`config.mk`:
```
export PLATFORM = sky130hd
export DESIGN_NAME = cart_bank_regs
export DESIGN_NICKNAME = d
export VERILOG_FILES = /design/src/design/cart_pkg.sv /design/src/design/cart_bank_regs.sv
export SDC_FILE = /design/constraint.sdc
export NUM_CORES = 1
export LEC_CHECK = 0
export ABC_AREA = 1
export BUFFER_PORTS_ARGS = -buffer_cell sky130_fd_sc_hd__buf_4
export CORE_MARGIN = 8
export CORE_UTILIZATION = 33
export DETAILED_ROUTE_END_ITERATION = 6
export HOLD_SLACK_MARGIN = 0.05
export PLACE_DENSITY = 0.76
export SETUP_SLACK_MARGIN = 0.05
export SLEW_MARGIN = 30
export SYNTH_ARGS = -nofsm -noshare
export SYNTH_HDL_FRONTEND = slang
export SYNTH_SLANG_ARGS = --single-unit
```
`constraint.sdc`:
```
create_clock -name clk_sys -period 1.1 [get_ports clk_sys]
set_clock_uncertainty 0.15 [all_clocks]
set_input_delay 0.22 -clock clk_sys [delete_from_list [all_inputs] [get_ports clk_sys]]
set_output_delay 0.22 -clock clk_sys [all_outputs]
set_load 0.01 [all_outputs]
```
`src/design/cart_pkg.sv`:
```
// cartridge MBC shared definitions
// widths, mapper kinds, header and bank register bundles,
// header byte addresses and the RAM enable key

package cart_pkg;

	// ------------------------------
	// bus and store widths
	// ------------------------------

	// cpu side of the cartridge slot
	typedef logic [15:0] cpu_addr_t;
	typedef logic [7:0]  cpu_data_t;

	// external word-wide ROM store
	typedef logic [23:0] rom_word_addr_t;
	typedef logic [15:0] rom_word_t;

	// download byte address, bit 0 picks the byte in a word
	typedef logic [24:0] dl_addr_t;

	// bank numbers
	typedef logic [6:0] rom_bank_t;
	typedef logic [1:0] ram_bank_t;

	// on-chip cartridge RAM, up to 4 banks of 8 KB
	typedef logic [14:0] cram_addr_t;

	// ------------------------------
	// mapper kinds
	// ------------------------------
	typedef enum logic [2:0] {
		MAP_NONE,
		MAP_MBC1,
		MAP_MBC2,
		MAP_MBC3,
		MAP_MBC5
	} mapper_kind_t;

	// decoded cartridge header
	typedef struct packed {
		mapper_kind_t kind;
		rom_bank_t    rom_mask;
		ram_bank_t    ram_mask;
	} cart_info_t;

	// cpu written bank registers
	typedef struct packed {
		rom_bank_t rom_bank;
		ram_bank_t ram_bank;
		logic      mbc1_mode;
		logic      ram_enable;
	} bank_regs_t;

	// ------------------------------
	// header bytes and keys
	// ------------------------------

	// cartridge type byte, sits in the upper half of word 0x146
	localparam dl_addr_t HDR_MBC_ADDR = 25'h000146;
	// ROM size in the low byte, RAM size in the high byte
	localparam dl_addr_t HDR_SIZE_ADDR = 25'h000148;

	// low nibble written to 0000-1FFF that opens the RAM
	localparam logic [3:0] RAM_ENABLE_KEY = 4'hA;

endpackage

```
`src/design/cart_bank_regs.sv`:
```
// MBC bank registers
// cpu writes to 0000-7FFF land here: RAM enable, ROM bank,
// RAM bank and the MBC1 banking mode

`timescale 1ns/10ps

module cart_bank_regs #(
	parameter int CRAM_BANKS = 4
) (
	input  logic                   clk_sys,
	input  logic                   reset,
	input  logic                   dl_active,
	input  logic                   ce_cpu,
	input  cart_pkg::cpu_addr_t    cart_addr,
	input  logic                   cart_wr,
	input  cart_pkg::cpu_data_t    cart_di,
	input  cart_pkg::cart_info_t   cart_info,
	output cart_pkg::bank_regs_t   bank_regs
);

	// highest bank the on-chip RAM holds
	localparam cart_pkg::ram_bank_t BANK_LIMIT = cart_pkg::ram_bank_t'(CRAM_BANKS - 1);

	logic is_mbc1;
	logic is_mbc5;

	assign is_mbc1 = (cart_info.kind == cart_pkg::MAP_MBC1);
	assign is_mbc5 = (cart_info.kind == cart_pkg::MAP_MBC5);

	// ------------------------------
	// register writes
	// ------------------------------

	// a fresh download starts from a clean mapper
	always_ff @(posedge clk_sys) begin
		if (reset || dl_active) begin
			bank_regs.rom_bank   <= 7'd1;
			bank_regs.ram_bank   <= '0;
			bank_regs.mbc1_mode  <= 1'b0;
			bank_regs.ram_enable <= 1'b0;
		end else if (ce_cpu && cart_wr) begin
			case (cart_addr[15:13])
				// 0000-1FFF, only the key opens the RAM
				3'b000: bank_regs.ram_enable <= (cart_di[3:0] == cart_pkg::RAM_ENABLE_KEY);
				// 2000-3FFF
				3'b001: begin
					// bank 0 aliases to 1 except on MBC5
					if (!is_mbc5 && cart_di[4:0] == 5'd0)
						bank_regs.rom_bank <= 7'd1;
					else
						bank_regs.rom_bank <= cart_di[6:0];
				end
				// 4000-5FFF, trimmed to the banks that exist
				3'b010: bank_regs.ram_bank <= cart_di[1:0] & BANK_LIMIT;
				// 6000-7FFF
				3'b011: begin
					if (is_mbc1)
						bank_regs.mbc1_mode <= cart_di[0];
				end
				default: ;
			endcase
		end
	end

endmodule

```
# Word level (Yosys, flattened, before mapping)
# Index checks and enable logic that the tools add are counted.
[totals]
output_inout_bits = 11
elab_cells = 21
latchBits = 0
in_bits = 41
n_memories = 0
romBits = 0
ramBits = 0
ff_bits = 11
[op_classes]
n_eq_ne = 6
n_mux = 1
bitwise_logic = 0
n_shift = 0
n_addsub = 0
n_reduce_logical = 10
n_mul = 0
magnitude_cmp = 0
div_mod_pow = 0
[op_table]
columns = ["op", "n"]
rows = [
  ["7-bit two-way mux", 1],
  ["3-bit by 1-bit == test with 1-bit output, second input constant", 2],
  ["3-bit by 2-bit == test with 1-bit output, second input constant", 2],
  ["2-bit AND reduction", 3],
  ["5-bit logical NOT", 1],
  ["4-bit == test, second input constant", 1],
  ["3-bit == test, second input constant", 1],
  ["3-bit logical NOT", 1],
  ["3-bit AND reduction", 1],
  ["1-bit logical AND", 2],
  ["1-bit logical NOT", 1],
  ["1-bit logical OR", 1],
]

# Logic depth before layout (Yosys ltp)
# Gate-level depths: netlist (run 1).
[logic_depth]
depth_word = 4
depth_mapped = 7
depth_no_buf = 7

# Worst setup path before layout (run 1)
# Ideal clock, no wire load.
[synth_timing]
kind = "input to register"
startpoint = "in ce_cpu"
endpoint = "reg bank_regs[0] (netlist bit)"
stages = 5
arrival_time_ns = 0.775
setup_slack_ns = 0.059
n_path_buf = 0
cell_sequence = "nand2_1 -> nor2_1 -> nand3_1 -> o21ai_0 -> nor2_1"
[synth_via]
elab_chain_len = 2
[synth_lines]
columns = ["element", "line_no", "text"]
rows = [
  ["start, declared", "cart_bank_regs.sv:13", "input logic ce_cpu,"],
  ["1-bit logical AND", "cart_bank_regs.sv:41", "end else if (ce_cpu && cart_wr) begin"],
  ["2-bit AND reduction (no line)", "n/a", ""],
  ["end, declared", "cart_bank_regs.sv:18", "output cart_pkg::bank_regs_t bank_regs"],
]
# Every way passes these cells.
# A chain may end at the register's enable or synchronous reset.

# Worst setup path after layout (run 1)
[layout_timing]
startpoint = "reg bank_regs[4] (netlist bit)"
endpoint = "out bank_regs[4] (netlist bit)"
# No word-level cell between the ends.

==> results.md, run 1 <==
Drt:
- The detailed-route wire length per cell is 11.4 um.
- For this block, the via count after detailed routing is roughly 610.
- The number of nets with antenna violations after routing is 0.
- The number of iterations in the first detailed-routing pass is 4.
- For this run, design rule violations remaining after detail routing come to 0.
- In the routed layout, each cell is associated on average with a via count of 4.69.
- The final wirelength is around 1.5 mm.
- The initial DRC count is 13.

Yosys:
- Summing the areas of all xor and xnor instances in the mapped netlist gives 0% of the synthesized area.
- The mean instance size in the synthesized netlist is 6.86 um^2.
- The synthesized netlist devotes 12.7% of its cell area to compound gates.
- The number of nets in the synthesized netlist is 116.
- By area the synthesized netlist is led by sky130_fd_sc_hd__dfxtp_1 43%, sky130_fd_sc_hd__nand2_1 17%, sky130_fd_sc_hd__a21oi_1 7.8%, sky130_fd_sc_hd__nor2_1 7.3%, sky130_fd_sc_hd__inv_1 4.4%.
- Ranked by instance count, the synthesized netlist is headed by 23 x sky130_fd_sc_hd__nand2_1, 11 x sky130_fd_sc_hd__dfxtp_1, 10 x sky130_fd_sc_hd__nor2_1.
- The mux share of post-synthesis cell area is 0%.
- The post-synthesis cell count is between 70 and 80.
- The warning count from the yosys run is 0.
- The fraction of the mapped netlist area in simple logic gates is 37.0%.
- The sequential area share after synthesis is 42.8%.
- By area, the combinational part of the netlist is dominated by simple AND/OR/NAND/NOR gates.
- After Yosys synthesis, full adders, half adders and majority gates account for 0% of the synthesized area.
- Summed over all instances, the cell type with the most area after synthesis is sky130_fd_sc_hd__dfxtp_1.
- The share of synthesized area in the top cell type comes to approximately 43%.
- The distinct cell type count after synthesis is 16.
- The most instantiated library cell after synthesis is sky130_fd_sc_hd__nand2_1.
- Synthesis inferred 11 register bits.
- The primary flip-flop cell chosen by synthesis mapping is sky130_fd_sc_hd__dfxtp_1.
- The mapped netlist covers a little over 500 um^2.
- The share of synthesized registers carrying an async set or reset is 0%.
- The synthesized design contains 0 enable-type register cells.

Timing:
- Across all setup checks in the final design, the least slack found is 0.0129 ns.
- For the finished layout, the period the worst path requires is 1.09 ns.
- The slew at the pin closest to its max-slew limit is ~0.3 ns.
- Setup repair after global routing could not meet its margin everywhere.
- For this run, the top clock speed supported by timing is 0.920 GHz.
- The part of the cycle the worst path needs is between 90% and 100%.
- Headroom to the max-slew limit came out at 80.0%.
- The number of endpoints failing setup at the final stage is 0.
- The max-slew violation count is 0.
- The sum of negative setup slack is 0 ns.
- The count of endpoints failing hold in the final timing report is 0.

Cells and area:
- The count of antenna diodes in the layout is 0.
- The flip-flop count of the largest register, all copies and words added is 11.
- Ranked by flip-flop count, first place goes to bank_regs.
- The largest registers in the layout are bank_regs: 11 flops.
- The layout has between 100 and 150 filler cells.
- Compared with the post-synthesis result, the final layout area differs by 73.7%.
- At the end of the flow, the number of nets in the layout was 157.
- The post-route netlist has 47.0% of its cells at a drive strength greater than 1.

Global routing:
- Summed over all layers, the global routing overflow is 0.
- For met2 alone, demand over resource in global routing was 15.9%.
- The met1 global-route usage is between 8 and 9%.
- Global routing used 5.71% of the available met3 tracks.
- The number of global-route vias before repair was around 600.
- The initial antenna violation count is 0.
- The largest net degree at the start of global routing is 9.
- The layer carrying the most global-route usage is met2.
- The first-pass GRT wire length is 2.41 mm.
- Global routing consumed, over all layers together, a little under a tenth of the routing resources.

Clock tree:
- The clock reaches the later pin of the worst-skew pair after around 0.27 ns.
- The maximum buffer depth of the clock tree is 2.
- The clock-pin slew on the worst setup and hold paths is 0.07 ns.
- The TritonCTS clock tree is done.
- CTS placed an instance of sky130_fd_sc_hd__clkbuf_4 at the clock tree root.
- Buffers inserted during clock tree synthesis total 3.
- The depth of the CTS H-tree is 1.
- Counting every sink on the clock net gives 11.

Setup path:
- The category of the worst setup path launch point is a flip-flop.
- The worst path arrival time is roughly 0.7 ns.
- The number of buffers and inverters on the critical path is 1.
- On the critical path, the stage with the largest delay is an instance of sky130_fd_sc_hd__dfxtp_2.
- The start-to-end type of the worst setup path is reg2out.
- The required time reported for the critical path endpoint is 0.73 ns.
- The largest fanout on the critical path is 2.
- The worst setup path is captured at a primary output.
- The stage delay of the slowest cell on the critical path is 0.33 ns.
- In this design, the largest share of critical-path delay is due to flip-flops.
- Walking the worst path, the cells encountered are buf_6.

Placed design:
- The half-perimeter wire length after placement is 1.17 mm.
- At the end of routability-driven placement, the weighted congestion stood at 0.797.
- The minimum setup slack after placement is -0.113 ns.
- The total of buffers placed on input and output ports is 28.

Die:
- The die is 55.5 um tall.
- The die is approximately 55 um wide.
- The cell row count is 14.
- The count of boundary I/O pins is 52.
- The die area is 3080 um^2.
- The core outline area is 1490 um^2.
- For this configuration, the core starts out at a cell density of 34.5%.

Pwr:
- Power comes to between 0.0008 and 0.0009 W.
- The worst-case IR drop observed on VDD is about 0.00068 V.
- The static leakage power is ~0.41 nW.
- Dividing total power by cell area gives a power density of 908 nW/um^2.

Run:
- Max-cap violations in this run came to 0.

Status:
- The flow ran to the end, and the final reports show no timing, DRC or antenna violations.

Hold path:
- The worst min-delay path category is in2reg.
==> metrics by stage <==
| step | std cells | area [um^2] | hold slack (ns) | utilization [%] |
|---|---|---|---|---|
| floorplan | 75 | 514 | 0.210 | - |
| global placement | 123 | 774 | 0.304 | 52.0 |
| detailed placement | 123 | 774 | 0.307 | 52.0 |
| CTS | 130 | 886 | 0.0543 | 59.5 |
| global route | 131 | 893 | 0.0701 | 60.0 |
| finish | 131 | 893 | 0.0681 | 60.0 |
==> layer usage <==
metal  routed length [um]  up-vias
met3                  138        2
met1                  622      271
met5                    0        -
li1                     -      319
met4                   14        0
met2                  717       22
==> cell usage in the layout, fill, tap and decap left out, drive strengths merged <==
| cell | n |
|---|---|
| nand3 | 4 |
| buf | 33 |
| clkinv | 1 |
| dlygate4sd3 | 3 |
| a31oi | 1 |
| o21ai | 2 |
| nand2 | 25 |
| dfxtp | 11 |
| nor2 | 11 |
| nand4 | 2 |
| clkbuf | 4 |
| inv | 8 |
| nor3 | 1 |
| a21oi | 9 |
==> path summary, 6_finish.rpt <==
path                                  start                         to  slack (ns)  cells past startpoint
setup / recovery  bank_regs[4]$_SDFFE_PP1P_               bank_regs[4]        0.01                      1
hold / removal                   cart_di[4]  bank_regs[8]$_SDFFE_PP0P_        0.07                      3
hold reg to reg   bank_regs[3]$_SDFFE_PP0P_  bank_regs[3]$_SDFFE_PP0P_        0.32                      2
setup reg to reg  bank_regs[9]$_SDFFE_PP0P_  bank_regs[9]$_SDFFE_PP0P_        0.22                      5
==> power breakdown <==
part | switching (W) | total, W | internal, W
clock | 0.000137 | 0.000278 | 0.000141
combinational | 0.0000578 | 0.000131 | 0.0000732
sequential | 0.00000161 | 0.000402 | 0.000401
==> cell type report <==
cell class,count,area (um^2),share of cell area [%]
timing repair buffer,36,319,35.7
multi-input combinational,55,255,28.6
tap,16,20.0,2.24
sequential,11,234,26.2
inverter,9,38.8,4.34
clock buffer,4,26.3,2.94
==> what timing repair did <==
item                       4_1_cts  5_1_grt
buffers inserted                 0        1
resized for setup               22        0
setup endpoints to repair       11       11
hold endpoints to repair         3        0
hold buffers                     3        0
gates cloned                     0        0
==> cells by family after synthesis <==
kind of cell,count (synthesis)
compound gates,12
simple gates,43
buf+inv,9
flops,11
(Power assumes the default switching activity.)
==> run 2, diff against run 1 <==
--- a/config.mk
+++ b/config.mk
@@ -8,10 +8,11 @@
 export ABC_AREA = 1
 export BUFFER_PORTS_ARGS = -buffer_cell sky130_fd_sc_hd__buf_4
 export CORE_MARGIN = 8
-export CORE_UTILIZATION = 33
+export CORE_UTILIZATION = 36
 export DETAILED_ROUTE_END_ITERATION = 6
 export HOLD_SLACK_MARGIN = 0.05
-export PLACE_DENSITY = 0.76
+export MAX_ROUTING_LAYER = met4
+export PLACE_DENSITY = 0.82
 export SETUP_SLACK_MARGIN = 0.05
 export SLEW_MARGIN = 30
 export SYNTH_ARGS = -nofsm -noshare
==> constraint.sdc (replaced) <==
create_clock -name clk_sys -period 1.36 [get_ports clk_sys]
set_clock_uncertainty 0.15 [all_clocks]
set_input_delay 0.272 -clock clk_sys [delete_from_list [all_inputs] [get_ports clk_sys]]
set_output_delay 0.272 -clock clk_sys [all_outputs]
set_load 0.01 [all_outputs]
==> results.md, run 2 (same netlist as run 1, synthesis figures left out) <==
Status:
- Outcome: finished, final reports clean (unchanged).

Setup path:
- List of cells traversed by the critical path: buf_4 (was buf_6).
- The category of the worst setup path launch point is a flip-flop (unchanged).
- The largest fanout on the critical path was 2 (unchanged).
- The start-to-end type of the worst setup path is reg2out (unchanged).
- The stage delay of the slowest cell on the critical path is 0.34 ns (was 0.33 ns).
- The required time reported for the critical path endpoint is 0.94 ns (was 0.73 ns).
- The cell type group with the largest total delay on the critical path is flip-flops (unchanged).
- The critical path capture point type was a primary output (unchanged).
- The setup slack of the most critical reg-to-reg path is 0.55 ns (was 0.22 ns).
- The cell with the biggest individual delay on the critical path is sky130_fd_sc_hd__dfxtp_1 (was sky130_fd_sc_hd__dfxtp_2).
- The buffers plus inverters on the worst setup path is 1 (unchanged).
- The worst path arrival time is 0.74 ns (was 0.72 ns).

Drt:
- The detailed-route wire length per cell is 11.4 um (about the same).
- The final wirelength came to 1.41 mm (was 1.49 mm).
- The average vias per placed instance came to 4.70 (was 4.69).
- The vias after detailed routing came to 578 (was 614).
- The remaining design rule violation count is 0 (unchanged).
- The initial DRC count came to 11 (was 13).
- The number of iterations in the first detailed-routing pass was 4 (unchanged).
- The number of nets with antenna violations after routing came to 0 (unchanged).

Timing:
- The slew at the pin closest to its max-slew limit came to 0.297 ns (was 0.299 ns).
- The part of the cycle the worst path needs is 85.3%.
- Static timing analysis puts the maximum clock frequency at 0.862 GHz.
- The count of endpoints failing hold in the final timing report is 0 (unchanged).
- Setup repair after global routing missed its margin: no (was yes).
- The minimum clock period is ~1.2 ns.
- The sum of negative setup slack came to 0 ns (unchanged).
- The number of endpoints failing setup at the final stage came to 0 (unchanged).
- The worst slew slack as a fraction of its limit is 80.1% (was 80.0%).
- The max-slew violation count is 0 (unchanged).

Global routing:
- The first-pass GRT wire length is 2.28 mm (was 2.41 mm).
- The largest net degree at the start of global routing is 9 (unchanged).
- The initial antenna violation count came to 0 (unchanged).
- The number of global-route vias before repair is 567 (was 612).
- The remaining global-route overflow came to 0 (unchanged).
- The overall fraction of global-route tracks in use is 10.8% (was 9.30%).

Cells and area:
- Registers with the most flip-flops: bank_regs: 11 flops (unchanged).
- The count of antenna diodes in the layout came to 0 (unchanged).
- The utilization after layout is 59.0% (was 60.0%).
- The number of nets in the final layout was 150 (was 157).
- The share of post-route cells with drive strength above 1 came to 36.1% (was 47.0%).
- The most frequent standard cell in the layout excluding fill and tap cells is sky130_fd_sc_hd__buf_4 (was sky130_fd_sc_hd__nand2_1).
- The register name with the most flops is bank_regs (unchanged).
- The area growth from synthesis to layout is 51.1% (was 73.7%).
- Most frequent cells in the layout: 29 x sky130_fd_sc_hd__buf_4, 23 x sky130_fd_sc_hd__nand2_1, 11 x sky130_fd_sc_hd__dfxtp_1, 10 x sky130_fd_sc_hd__nor2_1, 8 x sky130_fd_sc_hd__a21oi_1 (was 23 x sky130_fd_sc_hd__nand2_1, 22 x sky130_fd_sc_hd__buf_4, 11 x sky130_fd_sc_hd__dfxtp_2, 11 x sky130_fd_sc_hd__buf_6, 10 x sky130_fd_sc_hd__nor2_1).
- The finished layout cell area is 777 um^2 (was 893 um^2).
- The flip-flop count of the largest register, all copies and words added is 11 (unchanged).

Die:
- The count of boundary I/O pins is 52 (unchanged).
- The die outline height was 53.8 um (was 55.5 um).
- The core outline area is 1320 um^2 (was 1490 um^2).
- The cell row count came to 13 (was 14).
- The die area is 2890 um^2 (was 3080 um^2).
- The width of the die came to 53.8 um (was 55.5 um).
- The initial core utilization is 39.0% (was 34.5%).

Clock tree:
- The number of sinks driven by the clock tree is 11 (unchanged).
- The TritonCTS clock tree is done (unchanged).
- The clock-pin slew on the worst setup and hold paths is 0.07 ns (about the same).
- The number of hold buffers added after CTS came to 0 (was 3).
- The maximum buffer depth of the clock tree is 2 (unchanged).
- The depth of the CTS H-tree was 1 (unchanged).
- The count of instances resized after the clock tree is built is 0 (was 22).
- The number of buffers inserted by post-CTS setup repair is 0 (unchanged).
- The master cell of the clock root buffer is sky130_fd_sc_hd__clkbuf_4 (unchanged).
- The number of buffers added by the clock tree synthesis step came to 3 (unchanged).
- The clock network latency to the later pin of the worst-skew pair is 0.27 ns (about the same).

Run:
- The max-cap check violation count came to 0 (unchanged).

Placed design:
- The total of buffers placed on input and output ports came to 28 (unchanged).
- The cell area after placement came to 751 um^2 (was 774 um^2).
- The final estimated routing congestion in global placement came to 0.827 (was 0.797).
- The half-perimeter wire length after placement is 1.18 mm (was 1.17 mm).

Pwr:
- The largest voltage drop on the vdd net is 0.000469 V (was 0.000683 V).
- The total power per unit cell area is 820 nW/um^2 (was 908 nW/um^2).
- The static leakage power is 0.369 nW (was 0.415 nW).

Hold path:
- The worst min-delay path category is in2reg (unchanged).
[run 2: changes by cell type in the layout (fill, tap and decap cells not counted)]
cell                            delta
sky130_fd_sc_hd__dlygate4sd3_1     -3
sky130_fd_sc_hd__buf_6            -11
sky130_fd_sc_hd__dfxtp_2          -11
sky130_fd_sc_hd__buf_4             +7
sky130_fd_sc_hd__dfxtp_1          +11
[run 2: worst register-to-register path, delay by kind of cell, from the launching register on]
kind            cells  cell delay (ns)
flops               1             0.33
compound gates      1             0.12
simple gates        2             0.09
buf+inv             1             0.04
[run 2: worst paths after layout]
path	startpoint	end	cells past startpoint
worst min-delay path	cart_di[6]	bank_regs[10]$_SDFFE_PP0P_	3
worst max-delay path	bank_regs[0]$_SDFFE_PP0P_	bank_regs[0]	1
worst max register to register	bank_regs[10]$_SDFFE_PP0P_	bank_regs[10]$_SDFFE_PP0P_	4
worst min register to register	bank_regs[2]$_SDFFE_PP0P_	bank_regs[2]$_SDFFE_PP0P_	2
[run 2: layer usage]
| layer | vias up | track usage (%) | wire [um] |
|---|---|---|---|
| li1 | 304 | - | - |
| met1 | 250 | 10.7 | 576 |
| met2 | 19 | 18.1 | 668 |
| met3 | 5 | 4.13 | 134 |
| met4 | 0 | 5.04 | 27 |
| met5 | - | - | 0 |
[run 2: through the flow]
step	power (W)	hold slack (ns)	setup WS (ns)	instances
4_1_cts	0.000645	0.110	0.185	123
3_3_place_gp	0.000421	0.305	0.114	119
6_report	0.000637	0.111	0.200	123
3_5_place_dp	0.000422	0.311	0.0972	119
2_1_floorplan	0.000367	0.262	0.267	75
5_1_grt	0.000671	0.106	0.168	123
[run 2: cell type report]
class / instances / area [um^2]
Fill cell: 136 / 541
Multi-Input combinational cell: 55 / 255
Sequential cell: 11 / 220
Timing Repair Buffer: 29 / 218
Inverter: 9 / 38.8
Clock buffer: 4 / 26.3
Tap cell: 15 / 18.8
[run 2: report_power, final]
| part | total, W | internal, W | switching (W) |
|---|---|---|---|
| Combinational | 0.0000897 | 0.0000466 | 0.0000430 |
| Sequential | 0.000325 | 0.000324 | 0.000000994 |
| Clock | 0.000223 | 0.000114 | 0.000109 |
| Total | 0.000637 | 0.000484 | 0.000153 |
